===== config.mk =====
export PLATFORM = sky130hd
export DESIGN_NAME = sat_bin_state
export DESIGN_NICKNAME = d
export VERILOG_FILES = /design/src/hw/sat_state_pkg.sv /design/src/hw/decision_decode.sv /design/src/hw/var_state_exec.sv /design/src/hw/bkt_result.sv /design/src/hw/sat_bin_state.sv
export SDC_FILE = /design/constraint.sdc
export NUM_CORES = 1
export LEC_CHECK = 0
export CAP_MARGIN = 20
export CELL_PAD_IN_SITES_DETAIL_PLACEMENT = 1
export CELL_PAD_IN_SITES_GLOBAL_PLACEMENT = 1
export CORE_UTILIZATION = 35
export CTS_BUF_LIST = sky130_fd_sc_hd__clkbuf_8
export DETAILED_ROUTE_END_ITERATION = 12
export DONT_BUFFER_PORTS = 1
export HOLD_SLACK_MARGIN = 0.05
export PLACE_DENSITY_LB_ADDON = 0.1
export SYNTH_ARGS = -nofsm -noshare
export SYNTH_HDL_FRONTEND = slang
export SYNTH_HIERARCHICAL = 1
export SYNTH_SLANG_ARGS = --single-unit

===== constraint.sdc =====
create_clock -name clk -period 2.8 [get_ports clk]
set_input_delay 0.14 -clock clk [delete_from_list [all_inputs] [get_ports clk]]
set_output_delay 0.14 -clock clk [all_outputs]
set_load 0.1 [all_outputs]

===== src/hw/sat_state_pkg.sv =====
`default_nettype none

package sat_state_pkg;

    // mask vectors are sized for the largest bin
    localparam int MAX_VARS = 16;

    // global decision level
    typedef logic [15:0] lvl_t;

    // level inside one bin, at most 15 variables
    typedef logic [3:0] loc_lvl_t;

    // variable value code
    typedef logic [1:0] var_val_t;

    localparam var_val_t VAL_UNASSIGNED = 2'd0;
    localparam var_val_t VAL_FALSE      = 2'd1;
    localparam var_val_t VAL_TRUE       = 2'd2;

    typedef logic [MAX_VARS-1:0] var_mask_t;

    typedef struct packed {
        var_val_t val;
        logic     implied;
        loc_lvl_t lvl;
    } var_state_t;

    // pol bit 1 means imply true
    typedef struct packed {
        var_mask_t mask;
        var_mask_t pol;
    } imply_req_t;

    // learnt clause, one literal per masked variable
    typedef struct packed {
        var_mask_t mask;
        var_mask_t pol;
    } clause_t;

    typedef enum logic [1:0] {
        ANALYZE_IDLE = 2'd0,
        FIND_LEARNTC = 2'd1,
        ADD_LEARNTC  = 2'd2,
        ANALYZE_DONE = 2'd3
    } analyze_state_e;

endpackage

`default_nettype wire


===== src/hw/decision_decode.sv =====
`default_nettype none

module decision_decode
    import sat_state_pkg::*;
#(
    parameter int NUM_VARS = 8
) (
    input  wire                            clk,
    input  wire                            rst,
    input  wire                            start_decision_i,
    input  wire var_state_t [NUM_VARS-1:0] var_states_i,
    input  wire                            apply_bkt_i,
    input  wire loc_lvl_t                  bkt_loc_lvl_i,
    output logic                           dec_valid_o,
    output logic [NUM_VARS-1:0]            dec_index_o,
    output loc_lvl_t                       loc_lvl_o,
    output logic                           done_decision_o,
    output logic                           all_assigned_o
);

    logic [NUM_VARS-1:0] free_vec;
    logic [NUM_VARS-1:0] pick;
    logic                any_free;
    loc_lvl_t            loc_lvl_q;

    always_comb begin
        for (int i = 0; i < NUM_VARS; i++) begin
            free_vec[i] = (var_states_i[i].val == VAL_UNASSIGNED);
        end
    end

    // lowest set bit of the free vector
    assign pick     = free_vec & (~free_vec + NUM_VARS'(1));
    assign any_free = |free_vec;

    // nothing to decide when the bin is full
    assign dec_valid_o = start_decision_i & any_free;
    assign dec_index_o = dec_valid_o ? pick : '0;

    // local level counter
    always_ff @(posedge clk) begin
        if (!rst) begin
            loc_lvl_q <= '0;
        end else if (apply_bkt_i) begin
            loc_lvl_q <= bkt_loc_lvl_i;
        end else if (dec_valid_o) begin
            loc_lvl_q <= loc_lvl_q + loc_lvl_t'(1);
        end
    end

    assign loc_lvl_o = loc_lvl_q;

    // done pulses even if no variable was free
    always_ff @(posedge clk) begin
        if (!rst) begin
            done_decision_o <= 1'b0;
        end else begin
            done_decision_o <= start_decision_i;
        end
    end

    always_ff @(posedge clk) begin
        if (!rst) begin
            all_assigned_o <= 1'b0;
        end else begin
            all_assigned_o <= ~any_free;
        end
    end

endmodule

`default_nettype wire


===== src/hw/var_state_exec.sv =====
`default_nettype none

module var_state_exec
    import sat_state_pkg::*;
#(
    parameter int NUM_VARS = 8
) (
    input  wire                       clk,
    input  wire                       rst,
    input  wire                       dec_valid_i,
    input  wire [NUM_VARS-1:0]        dec_index_i,
    input  wire loc_lvl_t             loc_lvl_i,
    input  wire                       apply_imply_i,
    input  wire imply_req_t           imply_req_i,
    input  wire                       apply_bkt_i,
    input  wire loc_lvl_t             bkt_loc_lvl_i,
    output var_state_t [NUM_VARS-1:0] var_states_o,
    output logic [NUM_VARS-1:0]       conflict_mask_o,
    output logic                      find_conflict_o,
    output logic                      done_imply_o,
    output logic                      done_bkt_o
);

    var_state_t [NUM_VARS-1:0] state_q;
    var_state_t [NUM_VARS-1:0] state_d;
    var_val_t   [NUM_VARS-1:0] want_val;
    logic       [NUM_VARS-1:0] imply_hit;
    logic       [NUM_VARS-1:0] conflict_hit;
    logic                      quiet_q;

    // per variable implication and conflict
    always_comb begin
        for (int i = 0; i < NUM_VARS; i++) begin
            want_val[i]     = imply_req_i.pol[i] ? VAL_TRUE : VAL_FALSE;
            imply_hit[i]    = apply_imply_i && imply_req_i.mask[i]
                              && (state_q[i].val == VAL_UNASSIGNED);
            conflict_hit[i] = apply_imply_i && imply_req_i.mask[i]
                              && (state_q[i].val != VAL_UNASSIGNED)
                              && (state_q[i].val != want_val[i]);
        end
    end

    always_comb begin
        state_d = state_q;
        for (int i = 0; i < NUM_VARS; i++) begin
            if (apply_bkt_i) begin
                if (state_q[i].lvl > bkt_loc_lvl_i) begin
                    state_d[i].val     = VAL_UNASSIGNED;
                    state_d[i].implied = 1'b0;
                    state_d[i].lvl     = '0;
                end
            end else if (dec_valid_i && dec_index_i[i]) begin
                // decode bumps the level on this same edge
                state_d[i].val     = VAL_FALSE;
                state_d[i].implied = 1'b0;
                state_d[i].lvl     = loc_lvl_i + loc_lvl_t'(1);
            end else if (imply_hit[i]) begin
                state_d[i].val     = want_val[i];
                state_d[i].implied = 1'b1;
                state_d[i].lvl     = loc_lvl_i;
            end
        end
    end

    always_ff @(posedge clk) begin
        if (!rst) begin
            for (int i = 0; i < NUM_VARS; i++) begin
                state_q[i].val     <= VAL_UNASSIGNED;
                state_q[i].implied <= 1'b0;
                state_q[i].lvl     <= '0;
            end
        end else begin
            state_q <= state_d;
        end
    end

    assign var_states_o = state_q;

    // conflict stays until backtrack
    always_ff @(posedge clk) begin
        if (!rst) begin
            conflict_mask_o <= '0;
            find_conflict_o <= 1'b0;
        end else if (apply_bkt_i) begin
            conflict_mask_o <= '0;
            find_conflict_o <= 1'b0;
        end else begin
            conflict_mask_o <= conflict_mask_o | conflict_hit;
            find_conflict_o <= find_conflict_o | (|conflict_hit);
        end
    end

    // done on the first quiet cycle after activity
    always_ff @(posedge clk) begin
        if (!rst) begin
            quiet_q      <= 1'b0;
            done_imply_o <= 1'b0;
        end else begin
            quiet_q      <= apply_imply_i && !(|imply_hit);
            done_imply_o <= apply_imply_i && !(|imply_hit) && !quiet_q;
        end
    end

    always_ff @(posedge clk) begin
        if (!rst) begin
            done_bkt_o <= 1'b0;
        end else begin
            done_bkt_o <= apply_bkt_i;
        end
    end

endmodule

`default_nettype wire


===== src/hw/bkt_result.sv =====
`default_nettype none

module bkt_result
    import sat_state_pkg::*;
#(
    parameter int NUM_VARS = 8
) (
    input  wire                            clk,
    input  wire                            rst,
    input  wire var_state_t [NUM_VARS-1:0] var_states_i,
    input  wire [NUM_VARS-1:0]             conflict_mask_i,
    input  wire loc_lvl_t                  loc_lvl_i,
    input  wire                            apply_analyze_i,
    input  wire                            base_lvl_en_i,
    input  wire lvl_t                      base_lvl_i,
    output lvl_t                           cur_lvl_o,
    output clause_t                        learnt_o,
    output logic                           add_learntc_en_o,
    output logic                           done_analyze_o,
    output lvl_t                           bkt_lvl_o,
    output logic                           bkt_bin_o,
    output loc_lvl_t                       bkt_loc_lvl_o
);

    lvl_t           base_lvl_q;
    analyze_state_e state_q;
    analyze_state_e state_d;
    clause_t        learnt_d;
    loc_lvl_t       target;
    logic           at_floor;

    always_ff @(posedge clk) begin
        if (!rst) begin
            base_lvl_q <= '0;
        end else if (base_lvl_en_i) begin
            base_lvl_q <= base_lvl_i;
        end
    end

    assign cur_lvl_o = base_lvl_q + lvl_t'(loc_lvl_i);

    // negate every decision literal
    always_comb begin
        learnt_d = '0;
        for (int i = 0; i < NUM_VARS; i++) begin
            if (var_states_i[i].val != VAL_UNASSIGNED && !var_states_i[i].implied) begin
                learnt_d.mask[i] = 1'b1;
                learnt_d.pol[i]  = (var_states_i[i].val == VAL_FALSE);
            end
        end
    end

    // chronological target, level 0 leaves the bin
    assign at_floor = (loc_lvl_i == '0);
    assign target   = at_floor ? '0 : loc_lvl_i - loc_lvl_t'(1);

    always_comb begin
        state_d = state_q;
        case (state_q)
            ANALYZE_IDLE: begin
                // only a pending conflict starts analysis
                if (apply_analyze_i && |conflict_mask_i) begin
                    state_d = FIND_LEARNTC;
                end
            end
            FIND_LEARNTC: state_d = ADD_LEARNTC;
            ADD_LEARNTC:  state_d = ANALYZE_DONE;
            ANALYZE_DONE: state_d = ANALYZE_IDLE;
            default:      state_d = ANALYZE_IDLE;
        endcase
    end

    always_ff @(posedge clk) begin
        if (!rst) begin
            state_q          <= ANALYZE_IDLE;
            add_learntc_en_o <= 1'b0;
            done_analyze_o   <= 1'b0;
        end else begin
            state_q          <= state_d;
            add_learntc_en_o <= (state_q == ADD_LEARNTC);
            done_analyze_o   <= (state_q == ANALYZE_DONE);
        end
    end

    always_ff @(posedge clk) begin
        if (!rst) begin
            bkt_loc_lvl_o <= '0;
            bkt_bin_o     <= 1'b0;
            bkt_lvl_o     <= '0;
        end else if (state_q == FIND_LEARNTC) begin
            bkt_loc_lvl_o <= target;
            bkt_bin_o     <= at_floor;
            bkt_lvl_o     <= base_lvl_q + lvl_t'(target);
        end
    end

    always_ff @(posedge clk) begin
        if (state_q == FIND_LEARNTC) begin
            learnt_o <= learnt_d;
        end
    end

endmodule

`default_nettype wire


===== src/hw/sat_bin_state.sv =====
`default_nettype none

module sat_bin_state
    import sat_state_pkg::*;
#(
    parameter int NUM_VARS = 8
) (
    input  wire                       clk,
    input  wire                       rst,
    input  wire                       base_lvl_en_i,
    input  wire lvl_t                 base_lvl_i,
    input  wire                       start_decision_i,
    input  wire                       apply_imply_i,
    input  wire imply_req_t           imply_req_i,
    input  wire                       apply_analyze_i,
    input  wire                       apply_bkt_i,
    output var_state_t [NUM_VARS-1:0] var_states_o,
    output lvl_t                      cur_lvl_o,
    output logic                      done_decision_o,
    output logic                      done_imply_o,
    output logic                      find_conflict_o,
    output logic                      add_learntc_en_o,
    output clause_t                   learnt_o,
    output logic                      done_analyze_o,
    output lvl_t                      bkt_lvl_o,
    output logic                      bkt_bin_o,
    output logic                      done_bkt_o,
    output logic                      all_assigned_o
);

    var_state_t [NUM_VARS-1:0] var_states;
    logic                      dec_valid;
    logic [NUM_VARS-1:0]       dec_index;
    loc_lvl_t                  loc_lvl;
    logic [NUM_VARS-1:0]       conflict_mask;
    loc_lvl_t                  bkt_loc_lvl;

    assign var_states_o = var_states;

    decision_decode #(.NUM_VARS(NUM_VARS)) u_decode (
        .clk             (clk),
        .rst             (rst),
        .start_decision_i(start_decision_i),
        .var_states_i    (var_states),
        .apply_bkt_i     (apply_bkt_i),
        .bkt_loc_lvl_i   (bkt_loc_lvl),
        .dec_valid_o     (dec_valid),
        .dec_index_o     (dec_index),
        .loc_lvl_o       (loc_lvl),
        .done_decision_o (done_decision_o),
        .all_assigned_o  (all_assigned_o)
    );

    var_state_exec #(.NUM_VARS(NUM_VARS)) u_exec (
        .clk            (clk),
        .rst            (rst),
        .dec_valid_i    (dec_valid),
        .dec_index_i    (dec_index),
        .loc_lvl_i      (loc_lvl),
        .apply_imply_i  (apply_imply_i),
        .imply_req_i    (imply_req_i),
        .apply_bkt_i    (apply_bkt_i),
        .bkt_loc_lvl_i  (bkt_loc_lvl),
        .var_states_o   (var_states),
        .conflict_mask_o(conflict_mask),
        .find_conflict_o(find_conflict_o),
        .done_imply_o   (done_imply_o),
        .done_bkt_o     (done_bkt_o)
    );

    bkt_result #(.NUM_VARS(NUM_VARS)) u_result (
        .clk             (clk),
        .rst             (rst),
        .var_states_i    (var_states),
        .conflict_mask_i (conflict_mask),
        .loc_lvl_i       (loc_lvl),
        .apply_analyze_i (apply_analyze_i),
        .base_lvl_en_i   (base_lvl_en_i),
        .base_lvl_i      (base_lvl_i),
        .cur_lvl_o       (cur_lvl_o),
        .learnt_o        (learnt_o),
        .add_learntc_en_o(add_learntc_en_o),
        .done_analyze_o  (done_analyze_o),
        .bkt_lvl_o       (bkt_lvl_o),
        .bkt_bin_o       (bkt_bin_o),
        .bkt_loc_lvl_o   (bkt_loc_lvl)
    );

endmodule

`default_nettype wire


==> summary.md <==
| Metric | Value |
|---|---|
| Count of final setup violators | 0 |
| Hold WS | 0.0667 ns |
| Post-route cell area | approximately 0.0099 mm² |
| # H-tree levels | 4 |
| Critical path peak fanout | 6 |
| FFs w/ async S/R, synth | 0 |
| DP Cell Count | 1213 |
| Antenna-violating nets left | 0 |
| GP Congestion | 0.851 |
| Wire length per cell | 20.5 µm |
| VDD IR max | between 300 and 400 µV |
| RSZ-0062 raised after global routing | no |
| Setup crit start | u_result/base_lvl_q[0] |
| Area growth, synth to finish | 30.4% |
| Via-to-Cell Ratio | around 5.4 |
| Post-route minimum period | between 2 and 3 ns |
| LEAKAGE | slightly above 4 nW |
| YS warnings | 6 |
| CP Data Arrival Time | between 2 and 2.5 ns |
| Synth Cell Area | about 0.0076 mm² |
| Setup TNS Final | 0 ns |
| DIE AREA | roughly 0.022 mm² |
| Core ar. | approximately 0.021 mm² |
| CTS tree | yes |
| Max Clk Rate | roughly 380 MHz |
| Clock skew | about 0.012 ns |
| Req. time, crit path | 2.66 ns |
| Clock Pin Slew Worst Setup and Hold Paths | about 0.090 ns |
| Total power | 7.46 mW |
| Tightest Pin Transition | between 0.9 and 1 ns |
| Final Util | 0.469 |
| Via count | a little over 7000 |
| Row cnt | 53 |
| Critical Path End | cur_lvl_o[12] |
| 1st-iter DRT viols | about 380 |
| Yosys top cell by area | dfxtp_1 |
| Num ports | 183 |
| Post-synthesis sequential area ratio | 0.366 |
| Die X | 149 µm |
| Fill count | approximately 2500 |
| I/O Buffers | 0 |
| Final wirelength | roughly 27 mm |
| Post-Layout Cell Count | about 1300 |
| Synth top area cells | dfxtp_1 30%, ha_1 7.7%, edfxtp_1 6.3% |
| Period utilization | 0.936 |
| Worst slack, placed | around 0.23 ns |
| Starting density of the core | 0.359 |
| Status | finished, final reports clean |
| Vias in the first global route | 7468 |
| DR DRC count | 0 |
| Worst reg2reg startpoint | u_exec/var_states_o[6] |
| Die Span Y | 149 µm |
| Post-Syn Instances | 866 |
| Pins Over Slew Limit | 0 |
| FF+latch count, synth | between 100 and 150 |
| N_diodes | 0 |
| CTS Buffer Depth | 2 |
| Hold Path Class | input pin to register |
| Largest net degree at the start of global routing | 85 |
| Pre-antenna DRT Iters | 5 |
| Root Driver | clkbuf_8 |
| Post-synth EDFFs | 16 |
| Grt ovf | 0 |
| Final WS setup | 0.179 ns |
| P per Cell Area | between 700 and 800 mW/mm² |
| Worst setup EP type | output port |
| Rel. slew slack | 0.365 |
| MaxCap Viol Count | 0 |
| Initial antenna violation count | 0 |
| First-pass GRT wire length | between 40 and 50 mm |
| Reg2reg setup slack | ~0.23 ns |
| Reg2Reg Depth | 8 |
| Nets | around 1100 |
| Hold Fails Final Rpt | 0 |
| Clock Latency Late Sink | ~0.46 ns |
| Top cell type's share of synthesized area | 0.303 |
| Worst r2r dst | u_exec/var_states_o[19] |
| Cts bufs inserted | 17 |
| Clock Sinks | ~130 |
| Share of layout cells above drive strength 1 | 0.206 |
| Syn_area_per_cell | 8.78 µm² |
| Cell Area, Placed | slightly below 0.009 mm² |
| Startpoint types | register |
| Yosys cell types | 65 |
| Post-synth top flop | dfxtp_1 |
| Final HPWL DP | roughly 19 mm |
| Kind of critical path | register to output port |
| Tot GR Track Use | 0.245 |
registers in the layout, summed over array words and instances (netlist names):
register,count
u_exec/var_states_o,56
u_result/bkt_lvl_o,16
u_exec/done_imply_o,1
u_result/bkt_bin_o,1
u_result/done_analyze_o,1
u_decode/all_assigned_o,1
u_result/add_learntc_en_o,1
u_exec/find_conflict_o,1
u_decode/done_decision_o,1
u_result/learnt_o,16
u_exec/conflict_mask_o,8
u_exec/done_bkt_o,1
u_result/state_q,2
u_result/bkt_loc_lvl_o,4
u_exec/quiet_q,1
u_decode/loc_lvl_o,4
u_result/base_lvl_q,16
synthesized netlist by cell type (all sizes together), types with 8 or more instances:
cell type  count
o21ai         40
nand2         48
clkbuf        20
a21boi        16
nor2          74
ha            47
nor3          38
mux2i         34
a211oi        19
o21a          36
buf           36
nor2b         39
inv           27
a21o          12
dfxtp        115
a31oi          9
a21oi         41
o21bai         8
xor2          37
nand3         42
nor3b          9
nand2b        22
and4bb         8
edfxtp        16
or3           10
o22ai         12
worst max-delay path, cell delays in order, from the launching register on:
cell      delay (ns)
dfxtp_1         0.36
ha_1            0.18
inv_1           0.06
fa_2            0.37
nor2b_2         0.17
o21ai_4         0.11
a211oi_2        0.24
buf_4           0.17
xor2_4          0.17
buf_12          0.19
per-layer routing:
metal	up-vias	share of wire	GRT usage
met5	-	0	0
met4	0	0.017	0.0735
met3	29	0.064	0.0547
met2	207	0.45	0.379
met1	3495	0.46	0.336
li1	3339	-	-
layout by cell type, fill, tap and decap left out, types with 7 or more instances in the layout:
cell             n
buf_4          101
dfxtp_1         98
nor2_1          74
dlygate4sd3_1   52
nand2_1         47
ha_1            46
nand3_1         42
nor3_1          38
o21ai_0         37
nor2b_1         37
o21a_1          36
mux2i_1         34
a21oi_1         34
inv_1           27
xor2_1          25
nand2b_1        22
clkbuf_8        20
dfxtp_2         17
a211oi_1        16
conb_1          16
edfxtp_1        16
a21boi_0        15
buf_12          13
a21o_1          12
o22ai_1         11
or3_1           10
xor2_2          10
nor3b_1          9
a31oi_1          9
and4bb_2         8
o21bai_1         8
a21oi_2          7
kinds of logic after synthesis:
group                    after synthesis  share of synthesized area
adder cells (fa/ha/maj)               49                     0.0826
other                                  1                   0.000493
XOR/XNOR                              40                     0.0461
buffers and inverters                 84                     0.0530
flip-flops                           131                      0.366
multiplexers                          35                     0.0462
AND/OR/NAND/NOR                      315                      0.216
AO/OA/AOI/OAI                        211                      0.190
layout make-up:
cell class / count / area, µm² / area share
multi-input combinational: 666 / 4640 / 0.468
sequential: 131 / 2800 / 0.283
timing repair buffer: 167 / 1570 / 0.158
tap: 275 / 344 / 0.0347
clock buffer: 20 / 275 / 0.0278
clock inverter: 12 / 179 / 0.0180
inverter: 28 / 105 / 0.0106
worst min path at each step:
stage | to | start | cells past startpoint | slack (ns)
after floorplan | u_decode/all_assigned_o | rst | 2 | 0.26
after global placement | u_decode/done_decision_o | start_decision_i | 1 | 0.27
after detailed placement | u_exec/var_states_o[7] | rst | 1 | 0.28
after CTS | u_exec/var_states_o[5] | imply_req_i[0] | 4 | 0.06
after global routing | u_exec/var_states_o[5] | imply_req_i[0] | 4 | 0.08
final | u_exec/var_states_o[5] | imply_req_i[0] | 4 | 0.07
repair_timing:
action	CTS	global route
endpoints found under the hold margin	108	0
endpoints found under the setup margin	6	3
hold buffers	54	0
pin swaps	0	0
gates resized for setup	3	6
setup buffers	0	0
where the power goes:
| group | total, mW | leakage, nW | switching [mW] | internal [mW] |
|---|---|---|---|---|
| clock network | 1.87 | 0.215 | 0.825 | 1.04 |
| registers | 2.70 | 1.10 | 0.552 | 2.15 |
| logic | 2.89 | 2.78 | 2.12 | 0.770 |
Note: power is estimated with default switching activity, not from simulation.
